### src/mem_req_pkg.sv
package mem_req_pkg;

	// ========================================
	// Widths and depths
	// ========================================

	// Word address into the local RAM
	localparam int ADDR_W = 10;

	// Data word carried by both read and write traffic
	localparam int DATA_W = 32;

	// The RAM covers the whole address space
	localparam int RAM_DEPTH = 1 << ADDR_W;

	// Queue depths, each queue holds one entry less than its depth
	localparam int FETCH_QDEPTH = 8;
	localparam int LS_QDEPTH = 16;

	// A fetch entry is the bare address
	localparam int FETCH_ENTRY_W = ADDR_W;

	// Load/store entry from the top bit down is write flag, address, write data
	localparam int LS_ENTRY_W = 1 + ADDR_W + DATA_W;

	// Almost-full rises once the count exceeds depth minus this margin
	localparam int ALMOST_FULL_MARGIN = 6;

	// ========================================
	// Types
	// ========================================

	typedef logic [ADDR_W-1:0] addr_t;
	typedef logic [DATA_W-1:0] word_t;
	typedef logic [FETCH_ENTRY_W-1:0] fetch_entry_t;
	typedef logic [LS_ENTRY_W-1:0] ls_entry_t;

	// Source of the last grant and of a read in flight
	typedef enum logic {GRANT_FETCH = 1'b0, GRANT_LS = 1'b1} grant_t;

endpackage

### src/req_arbiter.sv
module req_arbiter (
	input  logic                      clk,
	input  logic                      rst,
	input  logic                      fetch_empty,
	input  mem_req_pkg::fetch_entry_t fetch_head,
	output logic                      fetch_pop,
	input  logic                      ls_empty,
	input  mem_req_pkg::ls_entry_t    ls_head,
	output logic                      ls_pop,
	output logic                      ram_en,
	output logic                      ram_we,
	output mem_req_pkg::addr_t        ram_addr,
	output mem_req_pkg::word_t        ram_wdata,
	output logic                      fetch_rvalid,
	output logic                      ls_rvalid
);

	mem_req_pkg::grant_t last_grant;
	mem_req_pkg::grant_t ram_src;
	logic                pop_any;
	logic                ls_we_f;
	mem_req_pkg::addr_t  ls_addr_f;
	mem_req_pkg::word_t  ls_wdata_f;

	// ========================================
	// Round-robin selection
	// ========================================

	// Fetch wins when it is alone or when load/store had the last grant
	assign fetch_pop = !fetch_empty && (ls_empty || last_grant == mem_req_pkg::GRANT_LS);
	assign ls_pop = !ls_empty && !fetch_pop;
	assign pop_any = fetch_pop || ls_pop;

	// Unpack the load/store head
	assign ls_we_f = ls_head[mem_req_pkg::LS_ENTRY_W-1];
	assign ls_addr_f = ls_head[mem_req_pkg::DATA_W +: mem_req_pkg::ADDR_W];
	assign ls_wdata_f = ls_head[mem_req_pkg::DATA_W-1:0];

	// ========================================
	// RAM command register
	// ========================================

	// Control side of the command, the RAM acts on it one edge later
	always_ff @(posedge clk) begin
		if (rst) begin
			ram_en <= 1'b0;
			ram_we <= 1'b0;
			last_grant <= mem_req_pkg::GRANT_LS;
		end else begin
			ram_en <= pop_any;
			ram_we <= ls_pop && ls_we_f;
			if (pop_any) begin
				last_grant <= fetch_pop ? mem_req_pkg::GRANT_FETCH : mem_req_pkg::GRANT_LS;
			end
		end
	end

	// Address, data and source tag only matter while ram_en is high
	always_ff @(posedge clk) begin
		if (pop_any) begin
			ram_addr <= fetch_pop ? mem_req_pkg::addr_t'(fetch_head) : ls_addr_f;
			ram_wdata <= ls_wdata_f;
			ram_src <= fetch_pop ? mem_req_pkg::GRANT_FETCH : mem_req_pkg::GRANT_LS;
		end
	end

	// ========================================
	// Read return routing
	// ========================================

	// The tag follows the read through the RAM cycle while the next command issues
	always_ff @(posedge clk) begin
		if (rst) begin
			fetch_rvalid <= 1'b0;
			ls_rvalid <= 1'b0;
		end else begin
			fetch_rvalid <= ram_en && !ram_we && ram_src == mem_req_pkg::GRANT_FETCH;
			ls_rvalid <= ram_en && !ram_we && ram_src == mem_req_pkg::GRANT_LS;
		end
	end

	// A queue passed over while it waited is served in the very next cycle
	a_fetch_turn: assert property (@(posedge clk) disable iff (rst)
		ls_pop && !fetch_empty |=> fetch_pop);

	a_ls_turn: assert property (@(posedge clk) disable iff (rst)
		fetch_pop && !ls_empty |=> ls_pop);

	// Each return pulse belongs to a read popped from the same queue two edges earlier
	a_fetch_return: assert property (@(posedge clk) disable iff (rst)
		fetch_rvalid |-> $past(fetch_pop, 2));

	a_ls_return: assert property (@(posedge clk) disable iff (rst)
		ls_rvalid |-> $past(ls_pop && !ls_we_f, 2));

endmodule

### config.mk
export PLATFORM = sky130hd
export DESIGN_NAME = req_arbiter
export DESIGN_NICKNAME = d
export VERILOG_FILES = /design/src/mem_req_pkg.sv /design/src/req_arbiter.sv
export SDC_FILE = /design/constraint.sdc
export NUM_CORES = 1
export LEC_CHECK = 0
export ABC_AREA = 0
export BUFFER_PORTS_ARGS = -buffer_cell sky130_fd_sc_hd__buf_2
export CELL_PAD_IN_SITES_DETAIL_PLACEMENT = 0
export CELL_PAD_IN_SITES_GLOBAL_PLACEMENT = 1
export CORE_MARGIN = 2
export CORE_UTILIZATION = 32
export CTS_CLUSTER_DIAMETER = 50
export DETAILED_ROUTE_END_ITERATION = 8
export GPL_ROUTABILITY_DRIVEN = 0
export MAX_ROUTING_LAYER = met4
export PLACE_DENSITY = 0.87
export SETUP_SLACK_MARGIN = 0.5
export SKIP_CTS_REPAIR_TIMING = 1
export SYNTH_ARGS = -nofsm -noshare
export SYNTH_HDL_FRONTEND = slang
export SYNTH_SLANG_ARGS = --single-unit
### constraint.sdc
create_clock -name clk -period 1.8 [get_ports clk]
set_input_delay 0.36 -clock clk [delete_from_list [all_inputs] [get_ports clk]]
set_output_delay 0.36 -clock clk [all_outputs]
set_load 0.005 [all_outputs]
# Yosys cells after proc, flatten, opt, wreduce, memory -nomap -nowiden
# Cells that the tools add are included.
dict set report word_totals {
  register_bits 48
  wordCells 23
  out_inout_bits 48
  in_bits 57
}
dict set report classes {
  mux 2
  n_reduce_logical 12
  bitwise 1
}
# operator n
set ops {}
lappend ops {{$mux 10} 1}
lappend ops {{$logic_and 1x1->1} 6}
lappend ops {{$logic_not 1->1} 4}
lappend ops {{$logic_or 1x1->1} 2}
lappend ops {{$mux 1} 1}
lappend ops {{$not 1->1} 1}

# Logic depth before layout (Yosys ltp)
dict set report logic_depth {
  depth_word 5
  mapped_depth 3
  mapped_depth_nobuf 2
}

# Least setup slack after synthesis
# No wires, ideal clock.
dict set report synth_path {
  path_type {in2reg}
  start {in fetch_empty}
  end {reg ram_addr[0], enable pin}
  setup_time_ns 0.401
  t_arrival_ns 1.282
  slack_ns 0.117
  path_stages 1
  t_required_ns 1.399
  n_path_buf 0
  cell_sequence {nand2_1}
}
dict set report synth_via {
  elab_chain_len 5
}
# item line
set synth_lines {}
lappend synth_lines {{from (decl)} req_arbiter.sv:4} ;# input logic fetch_empty,
lappend synth_lines {{$logic_not 1->1 *} req_arbiter.sv:30} ;# assign fetch_pop = !fetch_empty && (ls_empty || last_grant == mem_req_pkg::GRANT_LS);
lappend synth_lines {{$logic_and 1x1->1 *} req_arbiter.sv:30}
lappend synth_lines {{$logic_not 1->1} req_arbiter.sv:31} ;# assign ls_pop = !ls_empty && !fetch_pop;
lappend synth_lines {{$logic_and 1x1->1} req_arbiter.sv:31}
lappend synth_lines {{$logic_or 1x1->1 *} req_arbiter.sv:32} ;# assign pop_any = fetch_pop || ls_pop;
lappend synth_lines {{to (signal assigned)} req_arbiter.sv:61} ;# ram_addr <= fetch_pop ? mem_req_pkg::addr_t'(fetch_head) : ls_addr_f;
lappend synth_lines {{to (decl)} req_arbiter.sv:12} ;# output mem_req_pkg::addr_t ram_addr,
# Mark *: on every way between the ends. The rest lies on a longest branch, timed or not.
# A chain may end at the register's enable or synchronous reset.

# Worst setup path in the final report
dict set report layout_path {
  start {reg last_grant}
  end {out fetch_pop}
}
dict set report layout_via {
  elab_chain_len 2
}
# item line
set layout_lines {}
lappend layout_lines {{from (decl)} req_arbiter.sv:18} ;# mem_req_pkg::grant_t last_grant;
lappend layout_lines {{from (signal assigned)} req_arbiter.sv:48} ;# last_grant <= mem_req_pkg::GRANT_LS;
lappend layout_lines {{from (signal assigned)} req_arbiter.sv:53} ;# last_grant <= fetch_pop ? mem_req_pkg::GRANT_FETCH : mem_req_pkg::GRANT_LS;
lappend layout_lines {{$logic_or 1x1->1} req_arbiter.sv:30}
lappend layout_lines {{$logic_and 1x1->1} req_arbiter.sv:30}
lappend layout_lines {{to (decl)} req_arbiter.sv:6} ;# output logic fetch_pop,
# Every way passes these cells.

==> flow_summary_export.csv <==
group,metric,value,unit
status,status,"completed",
final_layout,fill_cells,437,
critical_path,cp-start-kind,"register",
pwr,p_sw,0.4467,mW
global_routing,grt_pass1_vias,971,
final_layout,n_antenna_cell,0,
worst_hold_path,hold_end,"ram_wdata[29]",
yosys,ys_ff_latch,48,
clock_tree,path_clk_slew,80,ps
timing,fmax,747.7,MHz
critical_path,path_cells,"o21bai_4, inv_1, buf_2",
timing,maxSlewViolCount,0,
place,pre_cts_ws,269.5,ps
critical_path,crit_buf_inv,2,
global_routing,antenna_found_initial,0,
clock_tree,htreeDepth,2,
critical_path,r2r_start,"last_grant",
worst_hold_path,min_path_type,"primary input to register",
timing,finalWorstSetupSlack,462.5,ps
critical_path,ff2ff_setup_slack,500,ps
place,placedCellCount,242,
critical_path,cp_data_arrival_time,980,ps
global_routing,grt_usage,10.92,%
floorplanning,die_h,75.30,µm
route,wl_per_cell,12.33,µm
final_layout,regArea,1393,µm²
final_layout,final_core_util,50.03,%
timing,clock_skew,4.044,ps
place,dp_hpwl,2468,µm
critical_path,critPathKind,"register to output port",
timing,finalSetupViolCount,0,
pwr,cellLeakagePower,1.101,nW
global_routing,grt_pass1_wl,4326,µm
final_layout,areaGrowthSynthToFinish,48.15,%
final_layout,drive_gt1_share,69.52,%
route,post-route-drc-count,0,
timing,totalNegativeSetupSlack,0,ps
critical_path,r2r_cells,4,
clock_tree,clock_latency,290,ps
clock_tree,cts_tree,"yes",
floorplanning,die_w,75.30,µm
clock_tree,cts_made_buffers,5,
yosys,synth_nets,128,
yosys,synth_top_cell_by_area,"edfxtp_1",
timing,rsz0062_at_grt,"yes",
route,vias,1045,
yosys,postSynthAreaPerCell,22.91,µm²
pwr,vdd_drop_max,0.5118,mV
clock_tree,clockBufferDepth,2,
floorplanning,fp-row-count,25,
final_layout,nets,244,
critical_path,cp.required,1440,ps
place,port_buffers,104,
final_layout,multi_input_comb_area,215.2,µm²
yosys,yosys.area.top_type_share,79.38,%
route,drt-pass1-iter-count,4,
critical_path,r2r_end,"ram_addr[9]",
global_routing,grt-ovfl-total,0,
critical_path,cp_top_family,"flip-flops",
clock_tree,cts_root_buf,"clkbuf_8",
yosys,seq_area_frac_synth,85.54,%
yosys,synth_area,1627,µm²
pwr,p_per_area,1022,nW/µm²
route,drt_iter0_markers,59,
timing,relSlewSlack,76.31,%
pwr,switching_share,18.14,%
pwr,pwr-share-seq,54.6,%
yosys,ys_types,13,
worst_hold_path,min_delay_path_depth,1,
worst_hold_path,min-delay-start,"ls_head[29]",
floorplanning,ios,105,
timing,tightestPinTransition,346.3,ps
clock_tree,cts.sinks,48,
critical_path,max_stage_delay,350,ps
floorplanning,start_util,33.77,%
timing,finalCritPeriodShare,74.30,%
global_routing,grt_max_degree,33,
critical_path,cpMaxStageDelayCell,"dfxtp_2",
timing,timing_hold_violations_final,0,
yosys,syn_inst,71,
route,wl,3133,µm
critical_path,cp_max_fo,5,
pwr,p_int,2.015,mW
floorplanning,die-area,5669,µm²
flow_run,maxCapViolations,0,
pwr,power_frac_comb,10.4,%
yosys,synth_area_leaders,"edfxtp_1 79%, mux2_4 7.4%, dfxtp_1 6.2%, mux2_2 1.4%, o21bai_4 1.2%",
route,via_per_inst,4.114,
route,ant_nets,0,
final_layout,fin_cells,254,
pwr,clock_power_share,35.1,%
yosys,yosys_warnings,0,
timing,period_minus_slack,1337,ps
critical_path,critPathCaptureType,"output port",
floorplanning,coreArea,4817,µm²
[how the worst max path moves through the flow]
stage / startpoint / to / slack [ps] / cells after the start
floorplan: fetch_empty / ram_addr[0] / 530 / 1
global route: last_grant / fetch_pop / 410 / 3
detailed placement: ls_empty / ram_addr[9] / 270 / 3
finish: last_grant / fetch_pop / 460 / 3
global placement: ls_empty / ram_addr[9] / 290 / 3
CTS: last_grant / fetch_pop / 150 / 3
[cell families (layout without fill, tap and decap cells)]
| logic type | count (synthesis) | after routing | share of synthesized area [%] |
|---|---|---|---|
| muxes | 10 | 10 | 8.769 |
| and+or+nand+nor | 3 | 3 | 1.385 |
| DFF | 48 | 48 | 85.54 |
| AOI/OAI and AO/OA | 6 | 6 | 2.923 |
| buffers and inverters | 4 | 120 | 1.385 |
[flip-flops by register name, indices dropped and copies added (netlist names)]
signal        flops
ram_wdata        32
ram_we            1
last_grant        1
ram_addr         10
ram_src           1
ram_en            1
ls_rvalid         1
fetch_rvalid      1
[layout make-up]
| type | instances | share of cell area (%) |
|---|---|---|
| clock buffer | 5 | 2.856 |
| inverter | 3 | 0.4673 |
| sequential | 48 | 57.79 |
| tap | 67 | 3.479 |
| clock inverter | 2 | 2.492 |
| timing repair buffer | 110 | 23.99 |
| multi-input combinational | 19 | 8.930 |
[routing by layer]
layer | global-route usage [%] | wire length [µm] | vias to the layer above
met3 | 5.688 | 537 | 8
met4 | 5.068 | 63 | 0
li1 | - | - | 506
met5 | - | 0 | -
met2 | 17.49 | 1386 | 82
met1 | 11.04 | 1145 | 449
[metrics by stage]
stage	area, µm²	hold slack, ps	total power, mW
after detailed placement	2242	435.9	1.620
after CTS	2371	229.2	2.488
after global routing	2410	218.9	2.570
after global placement	2242	430.9	1.613
final	2410	239.5	2.462
after floorplan	1629	408.5	1.451
[power by group through the flow]
| stage | combinational [mW] | clock [mW] | sequential [mW] |
|---|---|---|---|
| 2_1_floorplan | 0.0646 | 0 | 1.39 |
| 3_3_place_gp | 0.245 | 0 | 1.37 |
| 3_5_place_dp | 0.250 | 0 | 1.37 |
| 4_1_cts | 0.250 | 0.893 | 1.35 |
| 5_1_grt | 0.284 | 0.929 | 1.36 |
| 6_report | 0.255 | 0.863 | 1.34 |
[cells in the mapped netlist]
cell	number
a2111oi_0	1
mux2_4	8
nor4bb_1	1
o21ai_0	1
nor4b_1	1
a21oi_1	3
dfxtp_1	5
mux2_2	2
nand2_1	1
edfxtp_1	43
o21bai_4	1
inv_1	3
buf_6	1
[layout by cell type (no fill, tap or decap)]
| master | n |
|---|---|
| o21bai_4 | 1 |
| o21ai_0 | 1 |
| dfxtp_2 | 1 |
| a21oi_1 | 3 |
| nor4b_1 | 1 |
| clkbuf_8 | 5 |
| bufinv_16 | 2 |
| buf_12 | 1 |
| mux2_2 | 2 |
| dfxtp_1 | 4 |
| nor4bb_1 | 1 |
| edfxtp_1 | 43 |
| a2111oi_0 | 1 |
| nand2_2 | 1 |
| inv_1 | 3 |
| mux2_4 | 8 |
| buf_4 | 5 |
| buf_2 | 104 |
No activity file was read; power rests on OpenSTA's default activity.
