<file path="src/mem_req_pkg.sv">
package mem_req_pkg;

	// ========================================
	// Widths and depths
	// ========================================

	// Word address into the local RAM
	localparam int ADDR_W = 10;

	// Data word carried by both read and write traffic
	localparam int DATA_W = 32;

	// The RAM covers the whole address space
	localparam int RAM_DEPTH = 1 << ADDR_W;

	// Queue depths, each queue holds one entry less than its depth
	localparam int FETCH_QDEPTH = 8;
	localparam int LS_QDEPTH = 16;

	// A fetch entry is the bare address
	localparam int FETCH_ENTRY_W = ADDR_W;

	// Load/store entry from the top bit down is write flag, address, write data
	localparam int LS_ENTRY_W = 1 + ADDR_W + DATA_W;

	// Almost-full rises once the count exceeds depth minus this margin
	localparam int ALMOST_FULL_MARGIN = 6;

	// ========================================
	// Types
	// ========================================

	typedef logic [ADDR_W-1:0] addr_t;
	typedef logic [DATA_W-1:0] word_t;
	typedef logic [FETCH_ENTRY_W-1:0] fetch_entry_t;
	typedef logic [LS_ENTRY_W-1:0] ls_entry_t;

	// Source of the last grant and of a read in flight
	typedef enum logic {GRANT_FETCH = 1'b0, GRANT_LS = 1'b1} grant_t;

endpackage

</file>
<file path="src/req_fifo.sv">
module req_fifo #(
	parameter int WID = 10,
	parameter int DEP = 8
) (
	input  logic           clk,
	input  logic           rst,
	input  logic           wr,
	input  logic [WID-1:0] di,
	input  logic           rd,
	output logic [WID-1:0] dout,
	output logic           almost_full,
	output logic           full,
	output logic           empty
);

	// Pointers wrap naturally, so DEP is expected to be a power of two
	localparam int PTR_W = $clog2(DEP);

	logic [PTR_W-1:0] wr_ptr;
	logic [PTR_W-1:0] rd_ptr;
	logic [PTR_W-1:0] cnt;
	logic             push;
	logic             pop;

	// Circular buffer held in distributed memory
	logic [WID-1:0] mem [DEP];

	// ========================================
	// Pointer and storage update
	// ========================================

	// A push while full and a pop while empty are both ignored
	assign push = wr && !full;
	assign pop = rd && !empty;

	always_ff @(posedge clk) begin
		if (rst) begin
			wr_ptr <= '0;
		end else if (push) begin
			wr_ptr <= wr_ptr + PTR_W'(1);
		end
	end

	always_ff @(posedge clk) begin
		if (rst) begin
			rd_ptr <= '0;
		end else if (pop) begin
			rd_ptr <= rd_ptr + PTR_W'(1);
		end
	end

	always_ff @(posedge clk) begin
		if (push) begin
			mem[wr_ptr] <= di;
		end
	end

	// Fall-through head, the entry is visible as soon as it is written
	assign dout = rst ? '0 : mem[rd_ptr];

	// ========================================
	// Occupancy flags
	// ========================================

	// Pointer distance modulo DEP
	assign cnt = wr_ptr - rd_ptr;

	// Full is flagged one entry early so the write pointer never laps the read pointer
	assign full = cnt == PTR_W'(DEP - 1);
	assign empty = cnt == '0;
	assign almost_full = int'(cnt) > DEP - mem_req_pkg::ALMOST_FULL_MARGIN;

	// A write into a full queue that is not drained leaves the count at its ceiling
	a_cnt_ceiling: assert property (@(posedge clk) disable iff (rst)
		full && wr && !rd |=> cnt == PTR_W'(DEP - 1));

	// Nothing leaves the queue while it is empty, whatever the arbiter asks for
	a_rd_ptr_hold: assert property (@(posedge clk) disable iff (rst)
		empty |=> rd_ptr == $past(rd_ptr));

endmodule

</file>
<file path="config.mk">
export PLATFORM = sky130hd
export DESIGN_NAME = req_fifo
export DESIGN_NICKNAME = d
export VERILOG_FILES = /design/src/mem_req_pkg.sv /design/src/req_fifo.sv
export SDC_FILE = /design/constraint.sdc
export NUM_CORES = 1
export LEC_CHECK = 0
export BUFFER_PORTS_ARGS = -buffer_cell sky130_fd_sc_hd__buf_2
export CAP_MARGIN = 20
export CORE_MARGIN = 4
export CORE_UTILIZATION = 49
export DETAILED_ROUTE_END_ITERATION = 10
export GPL_ROUTABILITY_DRIVEN = 0
export PLACE_DENSITY = 0.65
export SLEW_MARGIN = 20
export SYNTH_ARGS = -nofsm -noshare
export SYNTH_HDL_FRONTEND = slang
export SYNTH_SLANG_ARGS = --single-unit
</file>
<file path="constraint.sdc">
create_clock -name clk -period 5.6 [get_ports clk]
set_input_delay 0.28 -clock clk [delete_from_list [all_inputs] [get_ports clk]]
set_output_delay 0.28 -clock clk [all_outputs]
set_load 0.005 [all_outputs]
</file>
== Word-level counts from Yosys, hierarchy flattened ==
Memories as Yosys holds them, arrays and structs flattened. A register that Yosys moved wholly into a read port is not among the register bits.
Index checks and enable logic that the tools add are counted.

* Bits of input ports: 14
* Output and inout bits: 13
* Memories: 1
* Logic and storage cells: 18
* Bits in writable memories: 80
* Flip-flop bits (word level): 6

* Order comparisons: 1
* Equality and inequality tests: 1
* Reduce and logical (&&, ||, !) cells: 5
* Muxes and demuxes: 5
* $add $sub $neg: 3

{| class="wikitable"
|+ Memories
! memory !! depth !! width !! rd ports !! clocked after Yosys merged registers in !! write ports !! RTL line !! text
|-
| mem || 8 || 10 || 1 || 1 || 1 || req_fifo.sv:26 || <nowiki>logic [WID-1:0] mem [DEP];</nowiki>
|}

{| class="wikitable"
|+ Operators by type and width
! operator !! number
|-
| $mux W10 || 1
|-
| $add A3 B1 Y3 const B || 2
|-
| $mux W3 || 2
|-
| $eq A3 B3 Y1 const B || 1
|-
| $gt A3 B2 Y1 const B || 1
|-
| $logic_not A3 Y1 || 1
|-
| $sub A3 B3 Y3 || 1
|-
| $logic_and A1 B1 Y1 || 2
|-
| $logic_not A1 Y1 || 2
|-
| $mux W1 || 2
|}

== Longest topological paths before layout ==
Gate-level depths: netlist of run 1.

* Depth after elaboration: 6
* Gate-level depth with buffers: 6
* Depth with buffers taken out: 6

== Least setup slack after synthesis of run 1 ==
Ideal clock, no wire load.

* Path type: register to register
* From: register wr_ptr[0]
* To: memory mem[0][0] (enable)
* Required time: 5.210 ns
* Buffers on the path: 0
* Cell stages (with the launch flop): 7
* Library setup time: 0.390 ns
* Path slack: 2.739 ns
* Period minus slack after synthesis: 2.861 ns
* Arrival time: 2.472 ns
* Cell sequence: dfxtp_1 > inv_1 > ha_1 > fa_1 > nor2_1 > a211o_1 > nor3_1

* Word-level cells in the longest chain between the ends: 6

{| class="wikitable"
|+ RTL lines
! what !! RTL line !! text
|-
| start, declared || req_fifo.sv:19 || <nowiki>logic [PTR_W-1:0] wr_ptr;</nowiki>
|-
| start signal, assigned || req_fifo.sv:40 || <nowiki>wr_ptr <= wr_ptr + PTR_W'(1);</nowiki>
|-
| $sub A3 B3 Y3 || req_fifo.sv:66 || <nowiki>assign cnt = wr_ptr - rd_ptr;</nowiki>
|-
| $eq A3 B3 Y1 || req_fifo.sv:69 || <nowiki>assign full = cnt == PTR_W'(DEP - 1);</nowiki>
|-
| $logic_not A1 Y1 || req_fifo.sv:33 || <nowiki>assign push = wr && !full;</nowiki>
|-
| $logic_and A1 B1 Y1 || req_fifo.sv:33 ||
|-
| $mux W1 || req_fifo.sv:53 || <nowiki>if (push) begin</nowiki>
|-
| $mux W1 (implied by the code) || req_fifo.sv:54 || <nowiki>mem[wr_ptr] <= di;</nowiki>
|-
| end, declared || req_fifo.sv:26 ||
|}

Parallel ways exist; a longest one is shown, timed or not.

== Worst setup path in the final report of run 1 ==
* From: register wr_ptr[0]
* To: memory mem[1][2] (enable)

The elaborated chain is that of the path after synthesis.

==> results of run 1 <==
[sequential cells by signal (all words and copies together), names as in the netlist, named ones only]
signal	cells
mem	80
rd_ptr	3
wr_ptr	3
[layout make-up]
cell class | count | area share, %
sequential | 89 | 63.78
multi-input combinational | 90 | 23.89
timing repair buffer | 29 | 3.770
clock buffer | 9 | 3.059
tap | 96 | 2.967
clock inverter | 6 | 2.070
inverter | 5 | 0.4635
[through the flow]
stage / total power, mW / cell area [um2] / util [%]
2_1_floorplan: 1.034 / 3597 / -
3_3_place_gp: 1.122 / 3841 / 55.32
3_5_place_dp: 1.133 / 3841 / 55.32
4_1_cts: 1.579 / 4049 / 58.31
5_1_grt: 1.647 / 4049 / 58.31
6_report: 1.563 / 4049 / 58.31
[cell usage after synthesis, drive strengths merged (2+ instances only)]
cell type and instances:
dfxtp 9, clkbuf 4, nor2b 2, a31oi 2
nor3 3, nand2 9, inv 5, ha 3
edfxtp 80, mux2 5, mux4 20, mux2i 13
nor2 21, buf 3
[cells in the final DEF (no fill, tap or decap), drive strengths merged]
cell      netlist  layout
o311ai          1       1
a311o           1       1
nor2           21      21
o31a            1       1
xor2            1       1
clkinvlp        0       1
nand2           9       9
inv             5       5
clkinv          0       3
dfxtp           9       9
clkbuf          4       9
fa              1       1
and3            1       1
nor3            3       3
mux2            5       5
mux4           20      20
mux2i          13      13
xnor3           1       1
edfxtp         80      80
a211o           1       1
nor2b           2       2
or2b            1       1
a31oi           2       2
o21ai           1       1
a21oi           1       1
a2111oi         1       1
buf             3      29
ha              3       3
bufinv          0       2
[routing by layer]
| layer | wire length (um) | global-route usage (%) | vias to the layer above |
|---|---|---|---|
| met1 | 2427 | 19.12 | 905 |
| met4 | 84 | 6.859 | 0 |
| met5 | 0 | 0 | - |
| li1 | - | - | 825 |
| met2 | 3494 | 27.20 | 43 |
| met3 | 258 | 2.885 | 9 |
[cells by family (layout without fill, tap and decap cells)]
logic type / Yosys count / count (layout) / synth area share, %
adder cells (fa/ha/maj): 4 / 4 / 1.600
AND/OR/NAND/NOR: 37 / 37 / 4.278
flip-flops: 89 / 89 / 71.79
XOR/XNOR: 2 / 2 / 0.9043
AO/OA/AOI/OAI: 9 / 9 / 2.296
multiplexers: 38 / 38 / 17.81
buffers and inverters: 12 / 49 / 1.322
[where the power goes]
group          switching [mW]  internal [mW]
Combinational           0.154          0.167
Sequential             0.0325          0.757
Clock                   0.206          0.247
Total                   0.393           1.17
[worst min-delay path by stage]
stage / start / to / slack, ps / cells past startpoint
finish: di[7] / mem[3][7] / 220 / 1
global route: di[7] / mem[3][7] / 210 / 1
CTS: di[7] / mem[3][7] / 210 / 1
detailed placement: wr_ptr[1] / wr_ptr[1] / 540 / 2
global placement: rd_ptr[1] / rd_ptr[1] / 530 / 2
floorplan: di[0] / mem[0][0] / 380 / 0
[worst max-delay path: cells and delay by family, from the launching register on]
family	cells	cell delay, ps
flip-flops	1	440
adder cells (fa/ha/maj)	2	890
buffers and inverters	1	120
AO/OA/AOI/OAI	1	350
AND/OR/NAND/NOR	2	880
==> results.toml, run 1 <==
[sta]
finalWorstSetupSlack_ps = 2531
timing.setup.tns_ps = 0
clock_skew_ps = 10.59
hold_viol = 0
slew_headroom_pct = 32.62
finalCritPeriodShare_pct = 54.81
layout_min_cycle_time_ps = 3069
timing.fmax_mhz = 325.8
worst_slew_pin_slew_ps = 1007
drv_slew = 0
rsz0062_at_grt = "false"
hold_ws_ps = 221.6
finalSetupViolations = 0

[worst_setup_path]
crit_fanout = 10
cpPeakStageDelay_ps = 770
critPathCapture = "mem[1][2]"
start_kind = "register"
arrival_ps = 3020
end_kind = "register"
reg2reg_to = "mem[1][2]"
reg2reg_depth = 6
critPathSlowestCell = "nor2_1"
cp_cell_sequence = "inv_1 > ha_1 > fa_1 > nor2_1 > a211o_1 > nor2_1"
crit_start = "wr_ptr[0]"
reg2reg_from = "wr_ptr[0]"
critical_path_required_ps = 5550
critPathMostFrequentCell = "nor2_1"
worstSetupPathType = "reg2reg"
reg2reg_slack_ps = 2530

[logic_synthesis]
synth-edff-count = 80
synth_nets = 209
yosysTopAreaCellShare_pct = 66.78
async_reset_ff_share_pct = 0
synth-seq-cells = 89
synth_area_leaders = "edfxtp_1, mux4_2, dfxtp_1, mux2i_1, nor2_1"
synth_warnings = 0
ys_seq_area_share_pct = 71.79
yosys.area.top_type = "edfxtp_1"
avgSynthCellArea_um2 = 18.83
ys.flop_type = "edfxtp_1"
synth_cell_types = 29
synth_area_um2 = 3597
synth_cells = 191

[pwr]
power_density_nw_per_um2 = 386.1
ir_drop_mv = 0.1911
leakage_nw = 1.349

[placement]
hpwl_um = 4301
io_buffer_count = 26
dp_worst_setup_slack_ps = 2540
dp.cells = 309

[routing]
drcViolationCount = 0
drt-total-wl_um = 6265
viasPerCell = 5.500
wire_per_inst_um = 19.34
vias = 1782
first_pass_iters = 4
initialDrtViolationCount = 123
postRouteAntennaNets = 0

[cts]
clkTransAtPathRegs_ps = 90
cts.hold.buffers_added = 0
ctsLongestPathBuffers = 2
cts_buffers = 9
cts_tree = "done"
cts_max_level = 3
cts-resized-gates = 0
cts_sinks = 89
cts_root_buf = "clkbuf_8"
clk-insertion-delay-late_ps = 340
cts_setup_buffers = 0

[die]
io_pins = 27
die_area_um2 = 8776
die_w_um = 93.68
start_util_pct = 51.80
coreArea_um2 = 6944
die_h_um = 93.68
rows = 30

[finish]
final_cells = 324
register_area_um2 = 2582
fill_cells = 511
drive_above_1_share_pct = 30.26
area_growth_pct = 12.56
nets = 242
diodes = 0
multiInputGateArea_um2 = 967.2

[global_routing]
grt_pass1_vias = 1897
overflow = 0
grt_pass1_wl_um = 9956
grt_max_degree = 21
antenna_found_initial = 0
gr-usage-all-layers_pct = 15.68

[run_status]
status = "complete, no violations"

[min_path]
hp-class = "in2reg"

[flow_run]
cap_violations = 0
No activity file was read; power rests on OpenSTA's default activity.
==> inputs of run 2 (changes only) <==
--- a/config.mk
+++ b/config.mk
@@ -11,7 +11,7 @@
 export CORE_UTILIZATION = 49
 export DETAILED_ROUTE_END_ITERATION = 10
 export GPL_ROUTABILITY_DRIVEN = 0
-export PLACE_DENSITY = 0.65
+export PLACE_DENSITY = 0.68
 export SLEW_MARGIN = 20
 export SYNTH_ARGS = -nofsm -noshare
 export SYNTH_HDL_FRONTEND = slang
==> constraint.sdc (replaced) <==
create_clock -name clk -period 2.65 [get_ports clk]
set_input_delay 0.1325 -clock clk [delete_from_list [all_inputs] [get_ports clk]]
set_output_delay 0.1325 -clock clk [all_outputs]
set_load 0.005 [all_outputs]
==> results.toml, run 2 (synthesis gave the netlist of run 1 again) <==
[routing]
wire_per_inst_um = 19.46
drcViolationCount = 0
viasPerCell = 5.468
vias = 1870
first_pass_iters = 4
drt-total-wl_um = 6657
postRouteAntennaNets = 0
initialDrtViolationCount = 142

[run_status]
status = "complete, no violations"

[die]
rows = 30
start_util_pct = 51.80
die_w_um = 93.68
die_h_um = 93.68
die_area_um2 = 8776
io_pins = 27
coreArea_um2 = 6944

[worst_setup_path]
start_kind = "register"
end_kind = "register"
reg2reg_slack_ps = 220
reg2reg_from = "wr_ptr[1]"
worstSetupPathType = "reg2reg"
critPathBufInv = 2
reg2reg_to = "mem[7][5]"
cpPeakStageDelay_ps = 590
cp_cell_sequence = "inv_1 > fa_1 > xor2_1 > o311ai_1 > nor2_1 > buf_4"
arrival_ps = 2540
cp_top_family = "compound AO/OA/AOI/OAI gates"
critical_path_required_ps = 2760
reg2reg_depth = 6
critPathSlowestCell = "o311ai_1"
crit_fanout = 7

[min_path]
min_to = "mem[0][0]"
hp-class = "in2reg"
min_from = "di[0]"
min_delay_path_depth = 1

[cts]
cts_sinks = 89
ctsLongestPathBuffers = 2
cts_buffers = 9
cts_tree = "done"
clkTransAtPathRegs_ps = 80
clk-insertion-delay-late_ps = 350
cts_root_buf = "clkbuf_8"
cts_setup_buffers = 0
cts_max_level = 3

[finish]
mostFrequentLayoutCell = "edfxtp_1"
largest_reg_flops = 80
reg_top3 = "mem: 80 flops, rd_ptr: 3 flops, wr_ptr: 3 flops"
max_flop_register = "mem"
mostFrequentLayoutCells = "edfxtp_1, buf_2, nor2_1"
drive_above_1_share_pct = 35.77
diodes = 0
nets = 259
area_growth_pct = 15.83

[sta]
slew_headroom_pct = 49.31
finalSetupViolations = 0
timing.fmax_mhz = 411.1
worst_slew_pin_slew_ps = 759.3
layout_min_cycle_time_ps = 2432
finalCritPeriodShare_pct = 91.79
rsz0062_at_grt = "false"
finalWorstSetupSlack_ps = 217.7
hold_viol = 0
clock_skew_ps = 10.47
drv_slew = 0

[global_routing]
grt_max_degree = 20
grt_pass1_vias = 1958
grt_use_met1_pct = 23.28
met2_usage_pct = 26.85
grt_pass1_wl_um = 10810
gr-usage-all-layers_pct = 16.80
grt.busiest_layer = "met2"
antenna_found_initial = 0
use_met3_pct = 2.484
overflow = 0

[pwr]
leakage_nw = 1.428
total_power_mw = 3.272
power_density_nw_per_um2 = 785.3
ir_drop_mv = 0.3601

[placement]
io_buffer_count = 26
hpwl_um = 4473
dp_worst_setup_slack_ps = -9.917

[flow_run]
cap_violations = 0
## run 2: final cells by class
cell class	instances	area [um2]
Clock buffer	11	131.4
Clock inverter	5	56.30
Timing Repair Buffer	46	280.3
Inverter	5	18.77
Multi-Input combinational cell	90	977.2
Sequential cell	89	2582
Fill cell	515	2778
Tap cell	96	120.1
## run 2: worst register-to-register path: stages, from the launching register on
cell      delay (ps)
dfxtp_1          470
inv_1            120
fa_1             480
xor2_1           180
o311ai_1         590
nor2_1           150
buf_4            200
## run 2: stage by stage
stage	cell area, um2	TNS, ps	util (%)	instances	hold slack (ps)
after floorplan	3607	0	-	191	231.4
after global placement	3979	0	57.30	326	414.0
after detailed placement	3979	-73.87	57.30	326	413.8
after CTS	4167	0	60.00	342	43.78
after global routing	4167	0	60.00	342	55.82
final	4167	0	60.00	342	59.43
## run 2: timing repair
| item | in CTS | in global routing |
|---|---|---|
| setup endpoints to repair | 30 | 0 |
| hold buffers | 0 | 0 |
| resized for setup | 1 | 0 |
## run 2: metal layers
metal / wire (um) / vias to the layer above
li1: - / 856
met5: 0 / -
met1: 3035 / 957
met4: 122 / 0
met2: 3286 / 44
met3: 212 / 13
## run 2: how the worst max path moves through the flow
stage                     depth (start not counted)         to       from  slack [ps]
after floorplan                                   6  mem[2][0]  wr_ptr[0]          20
after global placement                            6  mem[7][4]  wr_ptr[1]          50
after detailed placement                          6  mem[7][6]  wr_ptr[1]         -10
after CTS                                         6  mem[7][0]  wr_ptr[1]         210
after global routing                              6  mem[7][0]  wr_ptr[1]          70
final                                             6  mem[7][5]  wr_ptr[1]         220
## run 2: where the power goes
| group | total, mW | switching [mW] | internal, mW | leakage [nW] |
|---|---|---|---|---|
| clock network | 0.886 | 0.453 | 0.433 | 0.0832 |
| logic | 0.753 | 0.367 | 0.386 | 0.545 |
| registers | 1.63 | 0.0333 | 1.60 | 0.800 |
| total | 3.27 | 0.854 | 2.42 | 1.43 |
==> inputs of run 3 (changes only) <==
--- a/config.mk
+++ b/config.mk
@@ -7,11 +7,13 @@
 export LEC_CHECK = 0
 export BUFFER_PORTS_ARGS = -buffer_cell sky130_fd_sc_hd__buf_2
 export CAP_MARGIN = 20
+export CELL_PAD_IN_SITES_DETAIL_PLACEMENT = 0
+export CELL_PAD_IN_SITES_GLOBAL_PLACEMENT = 2
 export CORE_MARGIN = 4
-export CORE_UTILIZATION = 49
+export CORE_UTILIZATION = 41
 export DETAILED_ROUTE_END_ITERATION = 10
 export GPL_ROUTABILITY_DRIVEN = 0
-export PLACE_DENSITY = 0.68
+export PLACE_DENSITY = 0.73
 export SLEW_MARGIN = 20
 export SYNTH_ARGS = -nofsm -noshare
 export SYNTH_HDL_FRONTEND = slang
==> results.toml, run 3 (synthesis gave the netlist of run 1 again) <==
[routing]
first_pass_iters = 4
drt-total-wl_um = 6676
drcViolationCount = 0
wire_per_inst_um = 19.24
viasPerCell = 5.231
initialDrtViolationCount = 90
vias = 1815
postRouteAntennaNets = 0

[finish]
reg_top3 = "mem: 80 flops, rd_ptr: 3 flops, wr_ptr: 3 flops"
final_core_util_pct = 49.13
area_growth_pct = 14.47
diodes = 0
final_cell_area_um2 = 4118
drive_above_1_share_pct = 34.71
multiInputGateArea_um2 = 977.2
nets = 255
mostFrequentLayoutCells = "edfxtp_1, buf_2, nor2_1"
fill_cells = 709
final_cells = 347
max_flop_register = "mem"
largest_reg_flops = 80
register_area_um2 = 2582
mostFrequentLayoutCell = "edfxtp_1"

[placement]
hpwl_um = 4463
dpl_cell_area_um2 = 3960
io_buffer_count = 26
dp.cells = 331

[pwr]
switching_share_pct = 26.39
p_switching_uw = 827.8
power_frac_seq_pct = 52.0
combPwrFrac_pct = 24.1
leakage_nw = 1.404
total_power_mw = 3.136
clock_power_share_pct = 24.0
ir_drop_mv = 0.3784
power_density_nw_per_um2 = 761.7
intPower_mw = 2.309

[sta]
layout_min_cycle_time_ps = 2380
clock_skew_ps = 5.570
finalSetupViolations = 0
worst_slew_pin_slew_ps = 762.7
timing.fmax_mhz = 420.2
drv_slew = 0
slew_headroom_pct = 49.09
timing.setup.tns_ps = 0
hold_viol = 0
finalCritPeriodShare_pct = 89.80
rsz0062_at_grt = "false"

[flow_run]
cap_violations = 0

[worst_setup_path]
critical_path_required_ps = 2750
reg2reg_depth = 6
crit_fanout = 7
reg2reg_from = "wr_ptr[1]"
start_kind = "register"
end_kind = "register"
crit_start = "wr_ptr[1]"
worstSetupPathType = "reg2reg"
arrival_ps = 2480
reg2reg_slack_ps = 270
critPathCapture = "mem[6][6]"
reg2reg_to = "mem[6][6]"

[cts]
cts_tree = "done"
clk-insertion-delay-late_ps = 340
cts_max_level = 3
cts_buffers = 9
ctsLongestPathBuffers = 2
cts_sinks = 89
cts.hold.buffers_added = 0
clkTransAtPathRegs_ps = 80
cts_root_buf = "clkbuf_8"

[die]
die_w_um = 101.7
start_util_pct = 42.92
coreArea_um2 = 8382
rows = 33
die_area_um2 = 10340
die_h_um = 101.7
io_pins = 27

[global_routing]
grt_pass1_wl_um = 10500
grt_pass1_vias = 1930
overflow = 0
antenna_found_initial = 0
grt_max_degree = 21
gr-usage-all-layers_pct = 14.22

[min_path]
min_from = "di[1]"
hp-class = "in2reg"

[run_status]
status = "complete, no violations"
run 3: how the worst min path moves through the flow:
stage,depth (start not counted),slack (ps),endpoint
6_report,1,50,mem[3][1]
5_1_grt,1,50,mem[0][1]
4_1_cts,1,40,mem[3][1]
3_5_place_dp,1,410,mem[3][1]
3_3_place_gp,1,400,mem[2][6]
2_1_floorplan,0,230,mem[0][0]
run 3: area by class of cell:
type,instances,area share [%]
Multi-Input combinational cell,90,23.73
Inverter,5,0.4558
Clock buffer,12,3.282
Tap cell,105,3.191
Clock inverter,4,0.5469
Timing Repair Buffer,42,6.077
Sequential cell,89,62.72
run 3: power groups by stage:
stage	Clock (mW)	Sequential (mW)	Combinational [mW]
CTS	0.784	1.63	0.774
global route	0.855	1.64	0.836
floorplan	0	1.66	0.531
detailed placement	0	1.66	0.771
global placement	0	1.66	0.747
finish	0.752	1.63	0.754
run 3: layer usage:
| metal | up-vias | track usage [%] | wire (um) |
|---|---|---|---|
| met5 | - | 0 | 0 |
| met4 | 0 | 5.215 | 90 |
| met1 | 932 | 19.12 | 2967 |
| met3 | 8 | 2.893 | 231 |
| met2 | 30 | 23.04 | 3387 |
| li1 | 845 | - | - |
run 3: critical path, cell delays in order, from the launching register on:
cell and delay (ps):
dfxtp_1 460, inv_1 120, fa_1 490, xor2_1 190, o311ai_1 530, nor2_1 150
buf_4 200
run 3: through the flow:
stage                     hold slack [ps]  worst slack (ps)
after global placement              398.9             111.3
after detailed placement            412.4             38.30
after CTS                           39.18             13.34
after floorplan                     231.4             18.90
final                               54.89             270.4
after global routing                45.50             83.79
run 3: repair_timing:
| action | 4_1_cts | 5_1_grt |
|---|---|---|
| buffers inserted | 0 | 0 |
| endpoints found under the setup margin | 0 | 40 |
| resized for setup | 0 | 1 |
